===== src/svc_defines.svh =====
`ifndef SVC_DEFINES_SVH
`define SVC_DEFINES_SVH

// Hub geometry
`define SVC_N_TILES    4   // Compute tiles served by the hub
`define SVC_LINE_MAX   16  // Characters per console line buffer

// Tile register map
`define SVC_OFF_STDIO  0   // Console character
`define SVC_OFF_STDERR 1   // Error count
`define SVC_OFF_EOC    2   // Exit code, marks tile done

// Anything else in the 4-bit offset space is acked and dropped

`endif


===== src/svc_pkg.sv =====
`default_nettype none

`include "svc_defines.svh"

package svc_pkg;

  // Vector types with a meaning of their own
  typedef logic [$clog2(`SVC_N_TILES)-1:0] tile_id_t;
  typedef logic [7:0]                      char_t;
  typedef logic [3:0]                      svc_off_t;
  typedef logic [7:0]                      exit_code_t;
  typedef logic [7:0]                      err_count_t;

  // One tile write, held stable under wr_req
  typedef struct packed {
    svc_off_t off;   // Register offset
    char_t    data;  // Payload byte
  } svc_wr_t;

  // One character on the console port
  typedef struct packed {
    tile_id_t tile;  // Source tile
    logic     last;  // Final character of the line
    char_t    ch;
  } con_char_t;

  // Per-tile status as seen from outside
  typedef struct packed {
    logic       done;       // Exit register written
    exit_code_t exit_code;
    err_count_t err_count;
  } tile_status_t;

endpackage

`default_nettype wire


===== src/console_line_buf.sv =====
`default_nettype none

`include "svc_defines.svh"

module console_line_buf
  import svc_pkg::*;
(
  input  logic  clk,
  input  logic  rst_n_i,
  input  logic  push_i,
  input  char_t push_char_i,
  output logic  push_ready_o,  // Low from line ready until drained
  output logic  line_ready_o,
  input  logic  pop_i,         // Head consumed
  output char_t head_o,
  output logic  head_last_o    // Head is the final character of the line
);

  localparam int unsigned PTR_W   = $clog2(`SVC_LINE_MAX);
  localparam char_t       NEWLINE = 8'h0A;

  typedef logic [PTR_W:0] cnt_t;  // Room for a full buffer count

  char_t mem_q [`SVC_LINE_MAX];  // Line storage
  cnt_t  wr_cnt_q;               // Characters held
  cnt_t  rd_ptr_q;               // Next character out
  logic  ready_q;                // Line complete, draining
  logic  line_end;               // Current push closes the line

  // Newline or last free slot ends the line
  assign line_end = (push_char_i == NEWLINE) ||
                    (wr_cnt_q == cnt_t'(`SVC_LINE_MAX - 1));

  assign push_ready_o = ~ready_q;
  assign line_ready_o = ready_q;
  assign head_o       = mem_q[rd_ptr_q[PTR_W-1:0]];
  assign head_last_o  = (rd_ptr_q == wr_cnt_q - cnt_t'(1));

  // Storage write
  always_ff @(posedge clk) begin
    if (push_i && !ready_q) begin
      mem_q[wr_cnt_q[PTR_W-1:0]] <= push_char_i;
    end
  end

  // Fill, then drain
  always_ff @(posedge clk) begin
    if (!rst_n_i) begin
      wr_cnt_q <= '0;
      rd_ptr_q <= '0;
      ready_q  <= 1'b0;
    end else if (!ready_q) begin
      if (push_i) begin
        wr_cnt_q <= wr_cnt_q + cnt_t'(1);
        ready_q  <= line_end;
      end
    end else if (pop_i) begin
      if (head_last_o) begin
        // Line gone, buffer empty again
        wr_cnt_q <= '0;
        rd_ptr_q <= '0;
        ready_q  <= 1'b0;
      end else begin
        rd_ptr_q <= rd_ptr_q + cnt_t'(1);
      end
    end
  end

endmodule

`default_nettype wire


===== config.mk =====
export PLATFORM = sky130hd
export DESIGN_NAME = console_line_buf
export DESIGN_NICKNAME = d
export VERILOG_FILES = /design/src/svc_pkg.sv /design/src/console_line_buf.sv
export VERILOG_INCLUDE_DIRS = /design/src
export SDC_FILE = /design/constraint.sdc
export NUM_CORES = 1
export LEC_CHECK = 0
export ABC_AREA = 0
export ABC_CLOCK_PERIOD_IN_PS = 4950
export BUFFER_PORTS_ARGS = -buffer_cell sky130_fd_sc_hd__buf_2
export CORE_ASPECT_RATIO = 1.5
export CORE_MARGIN = 5
export CORE_UTILIZATION = 45
export DETAILED_ROUTE_END_ITERATION = 8
export GPL_TIMING_DRIVEN = 0
export HOLD_SLACK_MARGIN = 0.05
export PLACE_DENSITY = 0.6
export SYNTH_ARGS = -nofsm -noshare
export SYNTH_HDL_FRONTEND = slang
export SYNTH_SLANG_ARGS = --single-unit

===== constraint.sdc =====
create_clock -name clk -period 4.95 [get_ports clk]
set_input_delay 0.495 -clock clk [delete_from_list [all_inputs] [get_ports clk]]
set_output_delay 0.495 -clock clk [all_outputs]
set_load 0.05 [all_outputs]

==> results by group <==
Synth
  • Cell taking the most area after synthesis: edfxtp_1
  • Synth warnings: 0
  • Syn Inst Count: 285
  • Post-synth cell types: 37
  • Top-area cell type share of the netlist area: 66.22%
  • EDFF count, synth: 128
  • Syn avg cell area: 20.37 µm²
  • Share of the yosys chip area belonging to registers: 71.39%
  • Synth area leaders: edfxtp_1 66%, mux4_1 11%, mux4_2 6.2%
  • Synth Net Count: 303
  • Ys async rst share: 0%
  • Synth Register Bits: 143
  • Synthesized area: 5804 µm²
  • Synth Flop Type: edfxtp_1

Clocking
  • Hold_buf cts: 0
  • # Post-CTS Setup Buffers: 0
  • CTS H-Tree Depth: 4
  • Clock latency on the worst-skew pair: 0.42 ns
  • CTS Buf Count: 17
  • CTS tree: yes
  • Clock Sinks: 143
  • Post-CTS Resized: 0
  • Clock transition at path regs: 0.06 ns
  • Clock Path Buffers: 2
  • Root buf cell: clkbuf_16

Global route
  • Largest net degree at the start of global routing: 18
  • Initial antenna violation count: 0
  • First-pass GRT wire length: 18260 µm
  • Vias in the first global route: 3085
  • Grt total ovfl: 0
  • GRT Overall Usage: 17.02%

STA
  • Setup TNS: 0 ns
  • Pins Over Slew Limit: 0
  • Fin. Hold Viols: 0
  • Tmin final: 3.063 ns
  • F_max: 326.5 MHz
  • Worst Hold Slack: 0.3212 ns
  • Final number of setup-violating endpoints: 0
  • Final period utilization: 61.88%
  • Skew final: 0.005685 ns
  • Worst-margin pin slew: 1.070 ns
  • RSZ-0062 raised after global routing: no
  • Slew margin rel.: 28.38%

Worst setup path
  • Crit path max fanout: 10
  • Critical-path cell list: buf_1 -> mux4_2 -> mux4_2 -> buf_2
  • WP buf/inv: 2
  • Crit. End Element: primary output
  • CP top delay family: multiplexers
  • Max stage delay on crit path: 0.56 ns
  • Crit path top cell by count: mux4_2
  • CP Class: reg2out
  • Crit path arrival time: 2.57 ns
  • Slowest-stage cell, CP: buf_1
  • Critical Path RT: 4.45 ns
  • Crit start category: flop

Finish
  • Reg area: 4144 µm²
  • Share of cells above drive strength 1: 23.15%
  • Commonest non-fill, non-tap cell in the layout: edfxtp_1
  • Final nets: 343
  • Area of the multi-input gates: 1560 µm²
  • ANT cells: 0
  • Synth-to-Final Area Change: 16.28%
  • Number of fill cells in the layout: 999
  • Commonest cells after routing, fill and taps aside: 128 x edfxtp_1, 24 x mux4_1, 23 x buf_2, 17 x clkbuf_16, 16 x mux4_2

Drt
  • WL final: 11900 µm
  • Remaining antenna violation count after routing: 0
  • DR vias: 2814
  • WL per Instance: 24.13 µm
  • Drt first pass iters: 4
  • Via/cell ratio: 5.708
  • # DRC: 0
  • Detailed Route Iter0 Violations: 135

Floorplan
  • Cell Rows: 50
  • Die area: 15320 µm²
  • Die Y: 149.1 µm
  • Total core area: 12570 µm²
  • I/O pin total: 23
  • Die X: 102.7 µm
  • Starting Density: 46.16%

Status
  • Status: complete, no violations

Power
  • Peak VDD IR: 0.0002497 V
  • Power Density: 415.6 nW/µm²
  • Leak: 2.199 nW

Job
  • Max Cap Violations: 0

Min path
  • Hold crit path type: in2reg

Place
  • Final GP Congestion: 0.7533
  • Port bufs: 21
  • DP HPWL: 7901 µm
==> per-stage QoR <==
stage	instance area [µm²]	utilization [%]	total power, mW	instances	setup WS, ns
finish	6749	53.67	2.805	493	1.887
global route	6749	53.67	2.884	493	1.757
CTS	6749	53.67	2.824	493	1.788
detailed placement	6125	48.71	1.483	462	2.243
global placement	6105	48.55	1.479	462	2.102
floorplan	5804	-	1.437	285	2.473
==> area by class of cell <==
class,instances,area share [%]
inverters,5,0.2781
clock inverters,13,2.892
well taps,156,2.892
clock buffers,18,6.359
flip-flops and latches,143,61.40
repair buffers,21,1.557
multi-input cells,123,23.12
plain buffers,14,1.502
==> final timing paths <==
kind | to | start | depth (start not counted) | slack (ns)
min | wr_cnt_q[0]$_SDFFE_PN0P_ | pop_i | 2 | 0.32
max | head_o[0] | flop | 4 | 1.89
max reg2reg | flop | wr_cnt_q[0]$_SDFFE_PN0P_ | 6 | 2.64
min reg2reg | wr_cnt_q[4]$_SDFFE_PN0P_ | wr_cnt_q[4]$_SDFFE_PN0P_ | 2 | 0.54
==> power breakdown <==
group | total [mW] | internal (mW) | leakage, nW | switching (mW)
clock network | 1.35 | 0.883 | 0.297 | 0.465
logic | 0.114 | 0.0332 | 0.625 | 0.0807
registers | 1.34 | 1.33 | 1.28 | 0.00794
==> cells in the mapped netlist, types with 2 or more instances <==
master	number
and3_1	2
buf_1	4
buf_2	2
buf_8	2
clkbuf_1	4
dfxtp_1	15
edfxtp_1	128
ha_1	6
inv_1	5
mux4_1	24
mux4_2	16
nand2_1	8
nand2b_1	3
nand3_1	6
nand4_1	4
nor2_1	12
nor3_1	11
o211ai_1	2
o21ai_1	3
xnor2_1	5
xor2_1	7
==> per-layer routing <==
layer	wire, µm	track usage [%]	vias to the layer above	part of all wire, %
li1	-	-	1270	-
met1	4626	19.55	1465	39
met2	6583	30.14	59	55
met3	436	3.837	20	3.7
met4	250	6.999	0	2.1
met5	0	0	-	0
==> state kept, by name (all words and copies together) (netlist names), named ones only <==
register and flops:
line_ready_o 1, mem_q 128, rd_ptr_q 5, wr_cnt_q 5
==> cell families (layout without fill, tap and decap cells) <==
kind of cell / after synthesis / count (layout) / share of synthesized area, %
DFF: 143 / 143 / 71.39
and+or+nand+nor: 52 / 52 / 4.549
muxes: 40 / 40 / 17.07
buffers and inverters: 19 / 71 / 2.069
AOI/OAI and AO/OA: 13 / 13 / 1.811
xor gates and xnor gates: 12 / 12 / 1.811
adders and majority gates: 6 / 6 / 1.293
No activity file was read; power rests on OpenSTA's default activity.
