===== src/svc_defines.svh =====
`ifndef SVC_DEFINES_SVH
`define SVC_DEFINES_SVH

// Hub geometry
`define SVC_N_TILES    4   // Compute tiles served by the hub
`define SVC_LINE_MAX   16  // Characters per console line buffer

// Tile register map
`define SVC_OFF_STDIO  0   // Console character
`define SVC_OFF_STDERR 1   // Error count
`define SVC_OFF_EOC    2   // Exit code, marks tile done

// Anything else in the 4-bit offset space is acked and dropped

`endif


===== src/barrier_pkg.sv =====
`default_nettype none

package barrier_pkg;

  // Barrier node FSM
  typedef enum logic [1:0] {
    BAR_IDLE,      // Waiting for both children
    BAR_JOINED,    // Parent request up, waiting for parent ack
    BAR_RELEASED,  // Children acked, waiting for them to drop
    BAR_DRAINING   // Parent request down, waiting for parent ack to fall
  } barrier_state_e;

  // One four-phase sync link
  typedef struct packed {
    logic req;
    logic ack;
  } sync_hs_t;

endpackage

`default_nettype wire


===== src/svc_pkg.sv =====
`default_nettype none

`include "svc_defines.svh"

package svc_pkg;

  // Vector types with a meaning of their own
  typedef logic [$clog2(`SVC_N_TILES)-1:0] tile_id_t;
  typedef logic [7:0]                      char_t;
  typedef logic [3:0]                      svc_off_t;
  typedef logic [7:0]                      exit_code_t;
  typedef logic [7:0]                      err_count_t;

  // One tile write, held stable under wr_req
  typedef struct packed {
    svc_off_t off;   // Register offset
    char_t    data;  // Payload byte
  } svc_wr_t;

  // One character on the console port
  typedef struct packed {
    tile_id_t tile;  // Source tile
    logic     last;  // Final character of the line
    char_t    ch;
  } con_char_t;

  // Per-tile status as seen from outside
  typedef struct packed {
    logic       done;       // Exit register written
    exit_code_t exit_code;
    err_count_t err_count;
  } tile_status_t;

endpackage

`default_nettype wire


===== src/barrier_node.sv =====
`default_nettype none

module barrier_node
  import barrier_pkg::*;
(
  input  logic     clk,
  input  logic     rst_n_i,
  input  sync_hs_t child_i [2],  // Child links, req is what counts here
  output sync_hs_t child_o [2],  // Ack back down, req is the joined request
  output logic     parent_req_o,
  input  logic     parent_ack_i
);

  barrier_state_e state_q;
  barrier_state_e state_d;
  logic           all_req;   // Both children waiting
  logic           none_req;  // Both children gone
  logic           child_ack;

  assign all_req  = child_i[0].req & child_i[1].req;
  assign none_req = ~child_i[0].req & ~child_i[1].req;

  // Next state
  always_comb begin
    state_d = state_q;
    case (state_q)
      BAR_IDLE: begin
        if (all_req) state_d = BAR_JOINED;
      end
      BAR_JOINED: begin
        if (parent_ack_i) state_d = BAR_RELEASED;  // Root has seen everyone
      end
      BAR_RELEASED: begin
        if (none_req) state_d = BAR_DRAINING;
      end
      BAR_DRAINING: begin
        if (!parent_ack_i) state_d = BAR_IDLE;
      end
      default: state_d = BAR_IDLE;
    endcase
  end

  always_ff @(posedge clk) begin
    if (!rst_n_i) begin
      state_q <= BAR_IDLE;
    end else begin
      state_q <= state_d;
    end
  end

  // Outputs decode the state register, so one stage each way
  assign parent_req_o = (state_q == BAR_JOINED) || (state_q == BAR_RELEASED);
  assign child_ack    = (state_q == BAR_RELEASED) || (state_q == BAR_DRAINING);

  for (genvar k = 0; k < 2; k++) begin : gen_child
    assign child_o[k].req = parent_req_o;  // Joined request, for monitors
    assign child_o[k].ack = child_ack;     // Both children released together
  end

endmodule

`default_nettype wire


===== src/barrier_tree.sv =====
`default_nettype none

`include "svc_defines.svh"

module barrier_tree
  import svc_pkg::*;
  import barrier_pkg::*;
(
  input  logic                    clk,
  input  logic                    rst_n_i,
  input  logic [`SVC_N_TILES-1:0] sync_req_i,
  output logic [`SVC_N_TILES-1:0] sync_ack_o
);

  sync_hs_t   leaf_in  [2][2];  // Tile links into each leaf
  sync_hs_t   leaf_out [2][2];
  sync_hs_t   top_in   [2];     // Leaf links into the top node
  sync_hs_t   top_out  [2];
  logic [1:0] leaf_req;         // Leaf parent requests
  logic       top_req;          // Root request
  logic       root_ack_q;       // Root responder

  // Leaf level, tiles 0/1 and 2/3
  for (genvar l = 0; l < 2; l++) begin : gen_leaf
    for (genvar k = 0; k < 2; k++) begin : gen_tile
      localparam tile_id_t TILE = tile_id_t'(2 * l + k);

      assign leaf_in[l][k].req = sync_req_i[TILE];
      assign leaf_in[l][k].ack = sync_ack_o[TILE];
      assign sync_ack_o[TILE]  = leaf_out[l][k].ack;
    end

    barrier_node i_leaf (
      .clk          ( clk            ),
      .rst_n_i      ( rst_n_i        ),
      .child_i      ( leaf_in[l]     ),
      .child_o      ( leaf_out[l]    ),
      .parent_req_o ( leaf_req[l]    ),
      .parent_ack_i ( top_out[l].ack )
    );

    assign top_in[l].req = leaf_req[l];
    assign top_in[l].ack = top_out[l].ack;
  end

  // Top level joins the two leaves
  barrier_node i_top (
    .clk          ( clk        ),
    .rst_n_i      ( rst_n_i    ),
    .child_i      ( top_in     ),
    .child_o      ( top_out    ),
    .parent_req_o ( top_req    ),
    .parent_ack_i ( root_ack_q )
  );

  // Root answers one cycle after each edge of the top request
  always_ff @(posedge clk) begin
    if (!rst_n_i) begin
      root_ack_q <= 1'b0;
    end else begin
      root_ack_q <= top_req;
    end
  end

endmodule

`default_nettype wire


===== config.mk =====
export PLATFORM = sky130hd
export DESIGN_NAME = barrier_tree
export DESIGN_NICKNAME = d
export VERILOG_FILES = /design/src/barrier_pkg.sv /design/src/svc_pkg.sv /design/src/barrier_node.sv /design/src/barrier_tree.sv
export VERILOG_INCLUDE_DIRS = /design/src
export SDC_FILE = /design/constraint.sdc
export NUM_CORES = 1
export LEC_CHECK = 0
export BUFFER_PORTS_ARGS = -buffer_cell sky130_fd_sc_hd__clkbuf_2
export CAP_MARGIN = 10
export CORE_AREA = 2 2 39 41
export DETAILED_ROUTE_END_ITERATION = 16
export DIE_AREA = 0 0 41 43
export GPL_TIMING_DRIVEN = 0
export PLACE_DENSITY = 0.72
export SLEW_MARGIN = 40
export SYNTH_ARGS = -nofsm -noshare
export SYNTH_HDL_FRONTEND = slang
export SYNTH_HIERARCHICAL = 1
export SYNTH_SLANG_ARGS = --single-unit

===== constraint.sdc =====
create_clock -name clk -period 4.5 [get_ports clk]
set_input_delay 0 -clock clk [delete_from_list [all_inputs] [get_ports clk]]
set_output_delay 0 -clock clk [all_outputs]
set_load 0.01 [all_outputs]

==> summary.txt, run 1 <==
status -> finished, final reports clean
die area -> 1763 sq um
Hold WS -> 0.1178 ns
Max-cap violations -> 0
Leak -> 0.3591 nW
DP Wirelength -> 787.9 microns
Power Density -> 572.9 nW/um^2
CP required -> 4.64 ns
DRT iter0 DRCs -> 3
Placed Area -> 714.4 sq um
Setup Viol. Count Final -> 0
Syn-to-layout area delta -> 14.07%
first-pass GRT wire length -> 1504 microns
setup TNS -> 0 ns
Buf/Inv on CP -> 2
DR vias/cell -> 4.745
initial antenna violation count -> 0
Final nets -> 100
Routed WL -> 899 microns
Max-slew headroom -> 79.40%
post-route ant nets -> 0
Placer Congestion -> 0.6437
layout cells sized above 1 -> 34.62%
Die X -> 41 microns
gr usage total -> 13.23%
fmax -> 508.2 MHz
# hold bufs at CTS -> 0
synth warn -> 6
gr ovfl total -> 0
biggest cell delay along the critical path -> 0.37 ns
wire per inst -> 9.564 microns
Period Utilization, post-route -> 43.72%
drc violations -> 0
Least-Margin Pin Slew -> 0.3062 ns
reg-to-reg setup timing slack -> 2.53 ns
row cnt -> 14
Port-buffer cells -> 9
CP startpoint kind -> flop
CTS buffer count -> 3
top cell family by delay on the critical path -> compound AO/OA/AOI/OAI gates
Post-Synthesis Cell Area -> 649.4 sq um
Hold Crit Class -> in2reg
TritonCTS Sinks -> 7
clock skew -> 0.003157 ns
Syn Nets -> 86
die height -> 43 microns
final-report hold violation count -> 0
CTS root buf -> clkbuf_4
CP Class -> reg2reg
clock buffer depth -> 2
core area -> 1384 sq um
Synth Instances -> 65
Arr. time, crit path -> 2.11 ns
H-Tree Depth -> 1
Worst-Skew Late Latency -> 0.25 ns
worst vdd ir -> 0.2686 mV
fin crit period -> 1.968 ns
synthesized area per cell -> 9.990 sq um
Final Core Density -> 53.53%
largest net degree at the start of global routing -> 11
CTS tree -> yes
vias in the first global route -> 410
# diodes -> 0
CP endpoint kind -> flop
Worst Path Max Fanout -> 4
cell breakdown of the critical path -> inv_1, ha_1, or2_2, buf_4, mux2_4, o41a_1, o21a_1
unrepaired setup endpoints after global routing -> no
# IOs -> 10
Placement Setup Slack -> 2.525 ns
Initial Util -> 46.93%
setup ws final -> 2.532 ns
Non-Filler Cell Area, Final -> 740.7 sq um
clock slew at reported path FFs -> 0.05 ns
DR vias -> 446
First-pass DRT Iterations -> 2
Setup Buffers After CTS -> 0
final count of pins violating max slew -> 0
Fill cells -> 135
# resized after CTS -> 0
critical path's slowest cell -> dfxtp_1
-- through the flow --
| stage | std cells | power (mW) |
|---|---|---|
| floorplan | 65 | 0.3173 |
| global placement | 90 | 0.3634 |
| detailed placement | 90 | 0.3751 |
| CTS | 94 | 0.4338 |
| global route | 94 | 0.4719 |
| finish | 94 | 0.4243 |
-- placed cells by master, fill, tap and decap left out --
cell type / count
nor3_2: 3
ha_1: 15
inv_1: 6
buf_4: 6
clkbuf_4: 3
o21a_1: 6
dfxtp_1: 7
mux2_4: 3
and2_1: 1
mux2i_1: 3
o41a_1: 3
a21boi_0: 3
clkbuf_2: 9
nand2_1: 6
clkbuf_1: 1
or2_2: 3
-- metal layers --
metal	track usage, %	share of wire [%]	vias to the layer above	routed length, microns
met1	14.75	47	190	419
met4	14.00	3.8	0	34
met5	0	0	-	0
li1	-	-	242	-
met2	19.38	46	10	410
met3	1.571	3.8	4	34
-- layout make-up --
cell class / count / area (sq um) / share of cell area (%)
well taps: 16 / 20.02 / 2.703
inverters: 6 / 22.52 / 3.041
plain buffers: 6 / 45.04 / 6.081
repair buffers: 9 / 45.04 / 6.081
clock buffers: 4 / 26.28 / 3.547
flip-flops and latches: 7 / 140.1 / 18.92
multi-input cells: 46 / 441.7 / 59.63
-- worst reg2reg max path, delay by kind of cell (launching register included) --
kind | cells | cell delay (ns)
adder cells (fa/ha/maj) | 1 | 0.23
AO/OA/AOI/OAI | 2 | 0.42
AND/OR/NAND/NOR | 1 | 0.31
buffers and inverters | 2 | 0.24
multiplexers | 1 | 0.30
flip-flops | 1 | 0.37
-- final timing paths --
path,start,end,depth (start not counted)
max,i_top/state_q[0],gen_leaf[1].i_leaf/state_q[0],7
min,rst_n_i,gen_leaf[0].i_leaf/state_q[1],3
max reg2reg,i_top/state_q[0],gen_leaf[1].i_leaf/state_q[0],7
min reg2reg,i_top/state_q[1],i_top/state_q[1],2
-- power by group --
group	switching, mW	leakage, nW	internal (mW)	total [mW]
clock	0.0224	0.0150	0.0338	0.0562
sequential	0.0224	0.0574	0.0860	0.108
combinational	0.119	0.287	0.140	0.260
total	0.164	0.359	0.260	0.424
-- state kept, by name, summed over array words and instances (netlist names) --
signal                   flops
i_top/state_q                2
root_ack_q                   1
gen_leaf.i_leaf/state_q      4
Note: power is estimated with default switching activity, not from simulation.
==> run 2, diff against run 1 <==
--- a/config.mk
+++ b/config.mk
@@ -8,11 +8,10 @@
 export LEC_CHECK = 0
 export BUFFER_PORTS_ARGS = -buffer_cell sky130_fd_sc_hd__clkbuf_2
 export CAP_MARGIN = 10
-export CORE_AREA = 2 2 39 41
+export CORE_UTILIZATION = 49
 export DETAILED_ROUTE_END_ITERATION = 16
-export DIE_AREA = 0 0 41 43
 export GPL_TIMING_DRIVEN = 0
-export PLACE_DENSITY = 0.72
+export PLACE_DENSITY = 0.71
 export SLEW_MARGIN = 40
 export SYNTH_ARGS = -nofsm -noshare
 export SYNTH_HDL_FRONTEND = slang
==> constraint.sdc (replaced) <==
create_clock -name clk -period 1.6 [get_ports clk]
set_input_delay 0 -clock clk [delete_from_list [all_inputs] [get_ports clk]]
set_output_delay 0 -clock clk [all_outputs]
set_load 0.01 [all_outputs]
==> summary.txt, run 2 (synthesized netlist as in run 1, its figures left out) <==
layout cells sized above 1 -> 47.56%
DR vias -> 476
Worst Path Max Fanout -> 3
setup TNS -> -0.4545 ns
Net Switching -> 0.5232 mW
Final nets -> 104
vias in the first global route -> 461
DRT iter0 DRCs -> 10
Leak -> 0.3825 nW
gr usage total -> 17.92%
largest net degree at the start of global routing -> 11
Period Utilization, post-route -> 110.6%
met3 usage -> 1.744%
reg-to-reg setup timing slack -> -0.17 ns
First-pass DRT Iterations -> 2
CTS tree -> yes
Initial Util -> 55.45%
violated checks -> negative setup slack
Hold Crit Class -> in2reg
CP startpoint kind -> flop
Worst-Skew Late Latency -> 0.25 ns
Power Density -> 1627 nW/um^2
Internal -> 0.8104 mW
R2R Path Start -> i_top/state_q[0]
CP endpoint kind -> flop
CP Class -> reg2reg
Final Core Density -> 69.98%
Fill cells -> 75
initial antenna violation count -> 0
worst vdd ir -> 0.8091 mV
final cell count without fillers -> 96
CTS root buf -> clkbuf_4
core area -> 1171 sq um
Placer Congestion -> 0.6183
wire per inst -> 10.94 microns
GRT busiest layer -> met2
fin crit period -> 1.769 ns
Routed WL -> 1050 microns
post-route ant nets -> 0
Hold Crit Endpoint -> i_top/state_q[1]
status -> finished with violations
final count of pins violating max slew -> 0
Total Power -> 1.334 mW
drc violations -> 0
setup ws final -> -0.1694 ns
crit path launch -> i_top/state_q[0]
commonest non-fill, non-tap cell in the layout -> ha_1
commonest cells after routing, fill and taps aside -> ha_1 (12), buf_4 (9), clkbuf_2 (9)
die height -> 38.41 microns
fmax -> 565.2 MHz
DP Wirelength -> 783.8 microns
grt met1 use -> 18.44%
H-Tree Depth -> 1
die area -> 1475 sq um
Port-buffer cells -> 9
first-pass GRT wire length -> 1759 microns
CP required -> 1.74 ns
# hold bufs at CTS -> 0
Max-slew headroom -> 71.44%
row cnt -> 12
Syn-to-layout area delta -> 26.20%
# IOs -> 10
RR Endpoint -> gen_leaf[1].i_leaf/state_q[0]
DR vias/cell -> 4.958
# diodes -> 0
unrepaired setup endpoints after global routing -> yes
Largest register FFs -> 4
Max-cap violations -> 0
Logic pwr share -> 64.3%
clock buffer depth -> 2
Least-Margin Pin Slew -> 0.4245 ns
Die X -> 38.41 microns
gr ovfl total -> 0
biggest regs -> gen_leaf.i_leaf/state_q x4, i_top/state_q x2, root_ack_q x1
CTS buffer count -> 3
Hold Startpoint -> rst_n_i
dpl cells -> 88
switch share -> 39.23%
clock slew at reported path FFs -> 0.05 ns
Placement Setup Slack -> -0.1861 ns
met2 Resource Use GR -> 33.05%
TritonCTS Sinks -> 7
R2R depth -> 7
clock power share -> 11.8%
Biggest register -> gen_leaf.i_leaf/state_q
Setup Viol. Count Final -> 4
Arr. time, crit path -> 1.91 ns
final-report hold violation count -> 0
clock skew -> 0.002785 ns
hold depth -> 3
Seq pwr share -> 23.9%
[run 2: cell count changes in the layout (fill, tap and decap cells not counted), sizes merged]
cell  previous run  this run
buf              6        10
[run 2: cell type report]
cell class                 instances  area (sq um)  area share (%)
buffer                             6         48.80           5.954
clock buffer                       4         26.28           3.206
inverter                           6         22.52           2.748
multi-input combinational         46         484.2           59.08
sequential                         7         145.1           17.71
tap                               14         17.52           2.137
timing repair buffer              13         75.07           9.160
[run 2: worst max path at each step]
| stage | endpoint | slack, ns | cells after the start |
|---|---|---|---|
| after floorplan | gen_leaf[0].i_leaf/state_q[0] | -0.11 | 7 |
| after global placement | gen_leaf[0].i_leaf/state_q[0] | -0.16 | 7 |
| after detailed placement | gen_leaf[0].i_leaf/state_q[0] | -0.19 | 7 |
| after CTS | gen_leaf[1].i_leaf/state_q[0] | -0.16 | 7 |
| after global routing | gen_leaf[0].i_leaf/state_q[0] | -0.21 | 7 |
| final | gen_leaf[1].i_leaf/state_q[0] | -0.17 | 7 |
[run 2: metal layers]
layer | wire [microns] | vias up
met1 | 476 | 211
met4 | 11 | 0
met3 | 31 | 2
met5 | 0 | -
met2 | 530 | 10
li1 | - | 253
[run 2: repair_timing]
| action | 4_1_cts | 5_1_grt |
|---|---|---|
| pin swaps | 1 | 2 |
| endpoints found under the setup margin | 4 | 6 |
| gates resized for setup | 2 | 8 |
| buffers inserted | 3 | 2 |
[run 2: power groups by stage]
stage	combinational, mW	clock [mW]	sequential [mW]
4_1_cts	0.812	0.167	0.313
6_report	0.857	0.158	0.319
3_5_place_dp	0.759	0	0.315
3_3_place_gp	0.737	0	0.312
5_1_grt	0.953	0.175	0.329
2_1_floorplan	0.611	0	0.301
[run 2: metrics by stage]
step / area [sq um] / hold slack (ns)
after floorplan: 665.6 / 0.1273
after global placement: 728.2 / 0.3749
after detailed placement: 728.2 / 0.3793
after CTS: 784.5 / 0.1051
after global routing: 819.5 / 0.1249
final: 819.5 / 0.1175
[run 2: critical path, cell delays in order (launching register included)]
cell and delay [ns]:
dfxtp_2 0.35, inv_2 0.06, ha_4 0.15, or2_4 0.25, buf_4 0.13, mux2_4 0.31
o41a_1 0.31, o21a_1 0.10
