--- src/svc_defines.svh ---
`ifndef SVC_DEFINES_SVH
`define SVC_DEFINES_SVH

// Hub geometry
`define SVC_N_TILES    4   // Compute tiles served by the hub
`define SVC_LINE_MAX   16  // Characters per console line buffer

// Tile register map
`define SVC_OFF_STDIO  0   // Console character
`define SVC_OFF_STDERR 1   // Error count
`define SVC_OFF_EOC    2   // Exit code, marks tile done

// Anything else in the 4-bit offset space is acked and dropped

`endif

--- src/svc_pkg.sv ---
`default_nettype none

`include "svc_defines.svh"

package svc_pkg;

  // Vector types with a meaning of their own
  typedef logic [$clog2(`SVC_N_TILES)-1:0] tile_id_t;
  typedef logic [7:0]                      char_t;
  typedef logic [3:0]                      svc_off_t;
  typedef logic [7:0]                      exit_code_t;
  typedef logic [7:0]                      err_count_t;

  // One tile write, held stable under wr_req
  typedef struct packed {
    svc_off_t off;   // Register offset
    char_t    data;  // Payload byte
  } svc_wr_t;

  // One character on the console port
  typedef struct packed {
    tile_id_t tile;  // Source tile
    logic     last;  // Final character of the line
    char_t    ch;
  } con_char_t;

  // Per-tile status as seen from outside
  typedef struct packed {
    logic       done;       // Exit register written
    exit_code_t exit_code;
    err_count_t err_count;
  } tile_status_t;

endpackage

`default_nettype wire

--- src/tile_port.sv ---
`default_nettype none

`include "svc_defines.svh"

module tile_port
  import svc_pkg::*;
(
  input  logic         clk,
  input  logic         rst_n_i,
  input  logic         wr_req_i,
  input  svc_wr_t      wr_i,          // Stable while wr_req_i is high
  output logic         wr_ack_o,
  output logic         push_o,        // Console byte into the line buffer
  output char_t        push_char_o,
  input  logic         push_ready_i,  // Line buffer can take a byte
  output tile_status_t status_o
);

  logic is_stdio;
  logic is_stderr;
  logic is_eoc;
  logic accept;  // Write taken this cycle

  // Offset decode
  assign is_stdio  = (wr_i.off == svc_off_t'(`SVC_OFF_STDIO));
  assign is_stderr = (wr_i.off == svc_off_t'(`SVC_OFF_STDERR));
  assign is_eoc    = (wr_i.off == svc_off_t'(`SVC_OFF_EOC));

  // Console write stalls until the buffer is free again
  assign accept = wr_req_i & ~wr_ack_o & (~is_stdio | push_ready_i);

  assign push_o      = accept & is_stdio;
  assign push_char_o = wr_i.data;

  // Four-phase ack, falls the cycle after req drops
  always_ff @(posedge clk) begin
    if (!rst_n_i) begin
      wr_ack_o <= 1'b0;
    end else if (accept) begin
      wr_ack_o <= 1'b1;
    end else if (!wr_req_i) begin
      wr_ack_o <= 1'b0;
    end
  end

  // Error and exit registers, unknown offsets fall through
  always_ff @(posedge clk) begin
    if (!rst_n_i) begin
      status_o <= '0;
    end else if (accept) begin
      if (is_stderr) begin
        status_o.err_count <= err_count_t'(wr_i.data);
      end
      if (is_eoc) begin
        status_o.exit_code <= exit_code_t'(wr_i.data);
        status_o.done      <= 1'b1;  // Sticky until reset
      end
    end
  end

endmodule

`default_nettype wire
--- config.mk ---
export PLATFORM = sky130hd
export DESIGN_NAME = tile_port
export DESIGN_NICKNAME = d
export VERILOG_FILES = /design/src/svc_pkg.sv /design/src/tile_port.sv
export VERILOG_INCLUDE_DIRS = /design/src
export SDC_FILE = /design/constraint.sdc
export NUM_CORES = 1
export LEC_CHECK = 0
export BUFFER_PORTS_ARGS = -buffer_cell sky130_fd_sc_hd__buf_2
export CORE_MARGIN = 3
export CORE_UTILIZATION = 42
export DETAILED_ROUTE_END_ITERATION = 8
export PLACE_DENSITY = 0.76
export SKIP_CTS_REPAIR_TIMING = 1
export SYNTH_ARGS = -nofsm -noshare
export SYNTH_HDL_FRONTEND = slang
export SYNTH_SLANG_ARGS = --single-unit
--- constraint.sdc ---
create_clock -name clk -period 1.4 [get_ports clk]
set_input_delay 0.14 -clock clk [delete_from_list [all_inputs] [get_ports clk]]
set_output_delay 0.14 -clock clk [all_outputs]
set_load 0.05 [all_outputs]
==> out/metrics.csv, run 1 <==
metric,value,unit
ant_nets,0,
drive_above_1_share,45.69,%
whs,114.6,ps
period_minus_slack,1356,ps
ys_top_cells_by_area,"dfxtp_1 47%, mux2i_1 21%, nand2_1 12%",
status,"complete, no violations",
grt_pass1_vias,571,
end_kind,output pin,
tns,0,ps
drt_iter0_markers,13,
power_density,1007,mW/mm²
multi_input_area,325.3,µm²
initial_core_util,47.83,%
relSlewSlack,72.63,%
slowest_stage,dfxtp_2,
clk_latency,290,ps
dp_cells,135,
skew,6.289,ps
grt_max_degree,27,
synth_area,770.7,µm²
dp_hpwl,1.266,mm
startpoint,wr_ack_o,
via_per_inst,4.636,
clkTransAtPathRegs,100,ps
cts_inserted_buffers,3,
startpoint_type,flop,
whs_path_depth,3,
clk_path_buf_depth,2,
hp-class,primary input to flop,
cap_violations,0,
synth-seq-area-share,46.75,%
drc,0,
drv_slew,0,
p_leak,0.5247,nW
io_buffers,42,
p_total,0.9919,mW
syn-num-nets,96,
grt_overflow,0,
rr_worst_depth,4,
n_antenna_cell,0,
drt_first_pass_iters,4,
crit_type,flop to output pin,
fp-row-count,14,
synth_area_leader_cell,dfxtp_1,
hold_start,wr_req_i,
dpl_cell_area,933.4,µm²
post-route-period-util,96.88,%
area_growth_syn_to_layout,27.76,%
ios,43,
cpPeakStageDelay,350,ps
synth_top_cell_area_share,46.75,%
fmax,737.3,MHz
gp_congestion,0.7038,
critPathRequiredTime,1260,ps
register_area,361.6,µm²
clkSinkCount,18,
die_area,0.002385,mm²
core_area,0.001612,mm²
post-route-util,61.10,%
antenna_found_initial,0,
crit_arrival,1220,ps
final_nets,133,
die_h,48.84,µm
grt.total_usage,13.43,%
ctsHtreeMaxLevel,1,
irDropWorstVdd,0.7058,mV
tightestPinTransition,410.5,ps
critical_path.reg2reg.startpoint,wr_ack_o,
cp_max_fo,4,
ys_seq_elements,18,
yosysWarnings,0,
wl_per_cell,11.88,µm
final_area,984.7,µm²
cts_tree,built,
syn-mean-instance-area,9.634,µm²
crit_chain,nor3b_2 -> and3_2 -> buf_6,
fillers,159,
ys_types,16,
final_cell_count_no_fill,140,
fp.dieW,48.84,µm
place_ws,229.5,ps
timing.final.setup_violations,0,
root_buffer,clkbuf_4,
fin_ws,43.73,ps
vias,649,
grt_first_pass_wirelength,2.525,mm
drt-total-wl,1.663,mm
netlist_instances,80,
hold_viol,0,
-- layer usage --
metal	global-route usage, %	vias to the layer above	wire (µm)
met4	5.687	0	0
met5	0	-	0
met3	3.058	0	113
met1	14.80	293	660
met2	24.43	25	890
li1	-	331	-
-- cells in the mapped netlist, drive strengths merged --
cell type / number
nor3b: 1
o21a: 1
and4b: 1
clkbuf: 1
and3: 1
nor3: 2
dfxtp: 18
a21oi: 1
nand3: 1
nand2: 25
nor2: 1
buf: 11
mux2i: 16
-- cell usage in the layout, fill, tap and decap left out, types with 2 or more instances in the layout --
cell type	Yosys	routed
mux2i_1	16	16
clkbuf_4	0	3
nand2_1	25	25
dfxtp_1	18	17
buf_4	8	2
buf_2	2	41
-- power by group --
part | total (mW) | switching, mW | internal (mW)
combinational | 0.156 | 0.113 | 0.0430
sequential | 0.524 | 0.00448 | 0.519
clock | 0.312 | 0.154 | 0.158
total | 0.992 | 0.271 | 0.720
-- sequential cells by signal, summed over array words and instances, names as in the netlist --
signal and count:
wr_ack_o 1, status_o 17
-- worst paths after layout --
check / slack (ps) / endpoint
worst max register to register: 140 / status_o[1]
worst min register to register: 460 / status_o[0]
worst max-delay path: 40 / push_o
worst min-delay path: 110 / wr_ack_o
-- logic make-up (layout without fill, tap and decap cells) --
logic type	count (synthesis)	in the layout	synth area share, %
AO/OA/AOI/OAI	2	2	1.623
buffers and inverters	12	48	11.04
flip-flops	18	18	46.75
multiplexers	16	16	20.78
AND/OR/NAND/NOR	32	32	19.80
-- worst max-delay path: cells and delay by family, from the launching register on --
kind / cells / cell delay, ps
flip-flops: 1 / 350
buffers and inverters: 1 / 150
AND/OR/NAND/NOR: 2 / 430
-- final cells by class --
cell class	instances	area share [%]
Clock buffer	4	3.685
Multi-Input combinational cell	50	33.04
Tap cell	24	3.050
Sequential cell	18	36.72
Timing Repair Buffer	44	23.51
No activity file was read; power rests on OpenSTA's default activity.
==> run 2, diff against run 1 <==
--- a/config.mk
+++ b/config.mk
@@ -7,10 +7,12 @@
 export NUM_CORES = 1
 export LEC_CHECK = 0
 export BUFFER_PORTS_ARGS = -buffer_cell sky130_fd_sc_hd__buf_2
+export CELL_PAD_IN_SITES_DETAIL_PLACEMENT = 1
+export CELL_PAD_IN_SITES_GLOBAL_PLACEMENT = 2
 export CORE_MARGIN = 3
-export CORE_UTILIZATION = 42
+export CORE_UTILIZATION = 23
 export DETAILED_ROUTE_END_ITERATION = 8
-export PLACE_DENSITY = 0.76
+export PLACE_DENSITY_LB_ADDON = 0.1
 export SKIP_CTS_REPAIR_TIMING = 1
 export SYNTH_ARGS = -nofsm -noshare
 export SYNTH_HDL_FRONTEND = slang
==> out/metrics.csv, run 2 (synthesis gave the netlist of run 1 again) <==
metric,value,unit,change
drv_slew,0,,unchanged
cts_tree,built,,
via_per_inst,4.107,,-11%
fin_ws,101.7,ps,+57.95 ps
slowest_stage,dfxtp_2,,
crit_family,simple AND/OR/NAND/NOR gates,,
io_buffers,42,,unchanged
tightestPinTransition,459.5,ps,+49.00 ps
vias,653,,+0.62%
fp-row-count,20,,+6
area_growth_syn_to_layout,29.22,%,
comb_power_share,16.9,%,+1.2 points
cpPeakStageDelay,350,ps,about the same
period_minus_slack,1298,ps,-57.95 ps
cp.depth,3,,unchanged
drt_iter0_markers,7,,-6
drt-total-wl,1.846,mm,+11%
final_common_cell,buf_2,,
crit_arrival,1160,ps,-60 ps
crit_chain,nor3b_2 -> and3_2 -> buf_6,,
drt_first_pass_iters,2,,-2
crit_buf_inv,1,,unchanged
ant_nets,0,,unchanged
ctsHtreeMaxLevel,1,,unchanged
hp-class,primary input to flop,,
final_cell_mix,"41 x buf_2, 25 x nand2_1, 17 x dfxtp_1",,
largest_register_ffs,17,,unchanged
power.share.clock,26.4,%,-5.1 points
cts_inserted_buffers,3,,unchanged
reg2reg_slack,160,ps,+20 ps
startpoint_type,flop,,
reg2reg_to,status_o[4],,
drc,0,,unchanged
top_register,status_o,,
dp_cells,155,,+15%
grt_pass1_vias,598,,+4.7%
rr_worst_depth,4,,unchanged
dp_hpwl,1.386,mm,+9.5%
clkTransAtPathRegs,90,ps,about the same
power_density,926.9,mW/mm²,-8.0%
cp-endpoint,push_o,,
post-route-period-util,92.74,%,-4.1 points
grt_first_pass_wirelength,2.953,mm,+17%
grt.total_usage,9.452,%,-4.0 points
switching_share,28.31,%,+0.94 points
wl_per_cell,11.61,µm,-2.3%
tns,0,ps,unchanged
ios,43,,unchanged
end_kind,output pin,,
hold_viol,0,,unchanged
irDropWorstVdd,0.5539,mV,-22%
power.internal,0.6618,mW,-8.1%
clk_path_buf_depth,2,,unchanged
final_cell_count_no_fill,159,,+14%
skew,0.4748,ps,-5.814 ps
final_nets,133,,unchanged
rsz0062_at_grt,false,,
root_buffer,clkbuf_4,,
critical_path.reg2reg.startpoint,wr_ack_o,,
n_antenna_cell,0,,unchanged
clkSinkCount,18,,unchanged
grt_max_degree,27,,unchanged
grt_overflow,0,,unchanged
status,"complete, no violations",,
gp_congestion,0.6375,,-9.4%
crit_type,flop to output pin,,
initial_core_util,24.64,%,-23 points
cap_violations,0,,unchanged
switchingPower,0.2613,mW,-3.7%
relSlewSlack,69.37,%,-3.3 points
whs,82.20,ps,-32.36 ps
antenna_found_initial,0,,unchanged
p_leak,0.5175,nW,-1.4%
fmax,770.2,MHz,+4.5%
startpoint,wr_ack_o,,
cp_max_fo,4,,unchanged
place_ws,176.8,ps,-52.72 ps
pwr-share-seq,56.7,%,+3.9 points
critPathRequiredTime,1260,ps,about the same
core_area,0.003128,mm²,+94%
fp.dieW,63.89,µm,+31%
die_h,63.89,µm,+31%
post-route-util,31.84,%,-29 points
die_area,0.004082,mm²,+71%
clk_latency,280,ps,about the same
drive_above_1_share,45.22,%,-0.47 points
top_regs,"status_o x17, wr_ack_o x1",,
timing.final.setup_violations,0,,unchanged
-- run 2: changes by cell type in the layout (fill, tap and decap cells not counted), sizes merged --
cell / delta
clkbuf: -1
-- run 2: power by group through the flow --
stage	Combinational (mW)	Clock, mW	Sequential, mW
final	0.156	0.244	0.523
after CTS	0.156	0.267	0.523
after global routing	0.167	0.292	0.525
after global placement	0.155	0	0.535
after detailed placement	0.156	0	0.535
after floorplan	0.0974	0	0.559
-- run 2: how the worst min path moves through the flow --
stage / startpoint / to / depth (start not counted)
floorplan: wr_req_i / wr_ack_o / 2
global placement: wr_req_i / wr_ack_o / 3
detailed placement: wr_req_i / wr_ack_o / 3
CTS: wr_req_i / wr_ack_o / 3
global route: wr_req_i / wr_ack_o / 3
finish: wr_req_i / wr_ack_o / 3
-- run 2: per-stage QoR --
stage / cell area [µm²] / total power, mW
2_1_floorplan: 770.7 / 0.6565
6_report: 996.0 / 0.9231
3_3_place_gp: 958.4 / 0.6898
3_5_place_dp: 958.4 / 0.6912
5_1_grt: 996.0 / 0.9840
4_1_cts: 980.9 / 0.9461
-- run 2: final cells by class --
| type | count | area (µm²) |
|---|---|---|
| fill | 400 | 2132 |
| sequential | 18 | 361.6 |
| multi-input combinational | 50 | 325.3 |
| timing repair buffer | 44 | 231.5 |
| tap | 44 | 55.05 |
| clock buffer | 3 | 22.52 |
-- run 2: per-layer routing --
layer / part of all wire, % / up-vias / GRT usage (%) / wire, µm
met5: 0 / - / 0 / 0
met2: 49 / 22 / 14.71 / 908
met3: 6.6 / 2 / 4.394 / 122
met4: 0.65 / 0 / 1.617 / 12
li1: - / 328 / - / -
met1: 43 / 301 / 12.02 / 802
-- run 2: worst reg2reg max path: stages (launching register included) --
cell	delay, ps
dfxtp_2	350
nor3b_2	170
buf_4	140
nand3_2	270
mux2i_1	200
==> run 3, diff against run 2 <==
--- a/config.mk
+++ b/config.mk
@@ -6,12 +6,13 @@
 export SDC_FILE = /design/constraint.sdc
 export NUM_CORES = 1
 export LEC_CHECK = 0
-export BUFFER_PORTS_ARGS = -buffer_cell sky130_fd_sc_hd__buf_2
+export ABC_AREA = 1
 export CELL_PAD_IN_SITES_DETAIL_PLACEMENT = 1
 export CELL_PAD_IN_SITES_GLOBAL_PLACEMENT = 2
 export CORE_MARGIN = 3
-export CORE_UTILIZATION = 23
+export CORE_UTILIZATION = 31
 export DETAILED_ROUTE_END_ITERATION = 8
+export DONT_BUFFER_PORTS = 1
 export PLACE_DENSITY_LB_ADDON = 0.1
 export SKIP_CTS_REPAIR_TIMING = 1
 export SYNTH_ARGS = -nofsm -noshare
==> constraint.sdc (replaced) <==
create_clock -name clk -period 1.2 [get_ports clk]
set_input_delay 0.12 -clock clk [delete_from_list [all_inputs] [get_ports clk]]
set_output_delay 0.12 -clock clk [all_outputs]
set_load 0.05 [all_outputs]
==> out/metrics.csv, run 3 <==
metric,value,unit,change
drt-total-wl,2.574,mm,+39%
synthTopCellsByCount,"44 x inv_1, 36 x nand2_1, 18 x dfxtp_1, 16 x nand4_1, 11 x nor2_2",,
syn-num-nets,174,,+81%
gp_congestion,0.7453,,+17%
synth.most_common_cell,inv_1,,
drc,0,,unchanged
drive_above_1_share,30.11,%,-15 points
largest_register_ffs,17,,unchanged
reg2reg_to,status_o[1],,
p_total,1.243,mW,+35%
rsz0062_at_grt,true,,
final_common_cell,inv_1,,
final_area,0.001330,mm²,+34%
grt.total_usage,12.83,%,+3.4 points
grt_pass1_vias,951,,+59%
die_area,0.004263,mm²,+4.4%
synth_area_leader_cell,dfxtp_1,,
cap_violations,0,,unchanged
hold_viol,0,,unchanged
root_buffer,clkbuf_4,,
ctsHtreeMaxLevel,1,,unchanged
ant_nets,0,,unchanged
crit_buf_inv,1,,unchanged
irDropWorstVdd,0.9365,mV,+69%
area_growth_syn_to_layout,22.04,%,
initial_core_util,34.02,%,+9.4 points
min_to,status_o[3],,
synth_top_cell_area_share,33.07,%,-14 points
rr_worst_depth,7,,+3
fillers,429,,+7.2%
ys_top_cells_by_area,"dfxtp_1 33%, inv_1 15%, nand2_1 12%",,
synth_ff_type,dfxtp_1,,
yosysWarnings,0,,unchanged
fin_ws,-44.36,ps,-146.0 ps
whs_path_depth,4,,+1
end_kind,output pin,,
n_antenna_cell,0,,unchanged
cts_inserted_buffers,3,,unchanged
period_minus_slack,1244,ps,
p_leak,0.6886,nW,+33%
drt_iter0_markers,12,,+5
grt_max_degree,20,,-26%
core_area,0.003203,mm²,+2.4%
clkSinkCount,18,,unchanged
power_density,934.6,mW/mm²,+0.83%
skew,1.119,ps,+0.6439 ps
fp.dieW,65.29,µm,+2.2%
post-route-period-util,103.7,%,
drt_first_pass_iters,2,,unchanged
top_register,status_o,,
fp-row-count,20,,unchanged
tightestPinTransition,595.0,ps,+135.5 ps
hp-class,primary input to flop,,
status,"finished, violations left",,
crit_type,flop to output pin,,
reg2reg_slack,-10,ps,-170 ps
die_h,65.29,µm,+2.2%
synth-seq-area-share,33.07,%,-14 points
vias,965,,+48%
fmax,803.6,MHz,
ys_seq_elements,18,,unchanged
crit_chain,nor2_8 -> nand2_4 -> nor2_4 -> buf_12,,
crit_arrival,1120,ps,-40 ps
final_nets,193,,+45%
dpl_cell_area,0.001236,mm²,+29%
critPathRequiredTime,1080,ps,-180 ps
relSlewSlack,60.20,%,-9.2 points
violations,setup timing,,
startpoint,wr_ack_o,,
met2WireLength,1.349,mm,+49%
grt_first_pass_wirelength,4.271,mm,+45%
netlist_instances,158,,+98%
drv_slew,0,,unchanged
hold_start,wr_i[3],,
via_per_inst,4.386,,+6.8%
dp_hpwl,2.020,mm,+46%
wl_met1,1.070,mm,+33%
clkTransAtPathRegs,110,ps,+20 ps
synth_edf_count,0,,unchanged
slowest_stage,dfxtp_4,,
critical_path.reg2reg.startpoint,wr_ack_o,,
ys_types,16,,unchanged
clk_latency,290,ps,about the same
grt_overflow,0,,unchanged
highest_layer,met4,,
crit_family,flip-flops,,
startpoint_type,flop,,
ios,43,,unchanged
cts_tree,built,,
syn-mean-instance-area,6.897,µm²,-28%
io_buffers,0,,-100%
final_cell_mix,"44 x inv_1, 35 x nand2_1, 21 x buf_4",,
cp_max_fo,4,,unchanged
antenna_found_initial,0,,unchanged
synth_area,0.001090,mm²,+41%
top_regs,"status_o x17, wr_ack_o x1",,
cp.depth,4,,+1
wl_met3,141,µm,+16%
cpPeakStageDelay,380,ps,+30 ps
wl_per_cell,11.70,µm,+0.77%
clk_path_buf_depth,2,,unchanged
synthArstFlopShare,0,%,unchanged
timing.final.setup_violations,2,,+2
run 3: routing by layer:
metal  vias up  track usage (%)
met5         -                0
met3         2            5.128
met4         0            2.591
li1        491                -
met2        23            23.01
met1       449            14.21
run 3: power breakdown:
group	internal (mW)	switching, mW	leakage, nW
registers	0.611	0.00970	0.146
clock network	0.185	0.197	0.0210
logic	0.0825	0.158	0.521
total	0.878	0.365	0.689
run 3: cell type report:
class                      instances  area [µm²]  share of cell area [%]
inverter                          47       176.4                   13.26
sequential                        18       364.1                   27.38
tap                               44       55.05                   4.139
clock buffer                       4       36.28                   2.728
timing repair buffer              26       220.2                   16.56
multi-input combinational         81       478.0                   35.94
run 3: worst min-delay path: stages:
cell,delay (ps)
inv_1,40
nand4_1,80
nand2_1,50
nor2_1,70
run 3: worst max-delay path by stage:
stage,end,slack [ps]
global route,push_o,-110
detailed placement,status_o[1],90
finish,push_o,-40
global placement,status_o[10],120
floorplan,push_o,7
CTS,push_o,-200
run 3: cells by family (layout without fill, tap and decap cells):
group / Yosys count / in the layout / share of synthesized area (%)
AND/OR/NAND/NOR: 79 / 79 / 41.56
AO/OA/AOI/OAI: 2 / 2 / 0.9185
buffers and inverters: 59 / 77 / 24.45
flip-flops: 18 / 18 / 33.07
run 3: stage by stage:
stage               setup slack [ps]  TNS [ps]  hold slack (ps)  std cells  utilization (%)
floorplan                      6.886         0            256.3        158                -
global placement               118.9         0            240.4        210            38.59
detailed placement             91.62         0            240.4        210            38.59
CTS                           -202.2    -202.2           -81.91        214            39.73
global route                  -113.9     -1091            91.45        220            41.52
finish                        -44.36    -58.90            95.06        220            41.52
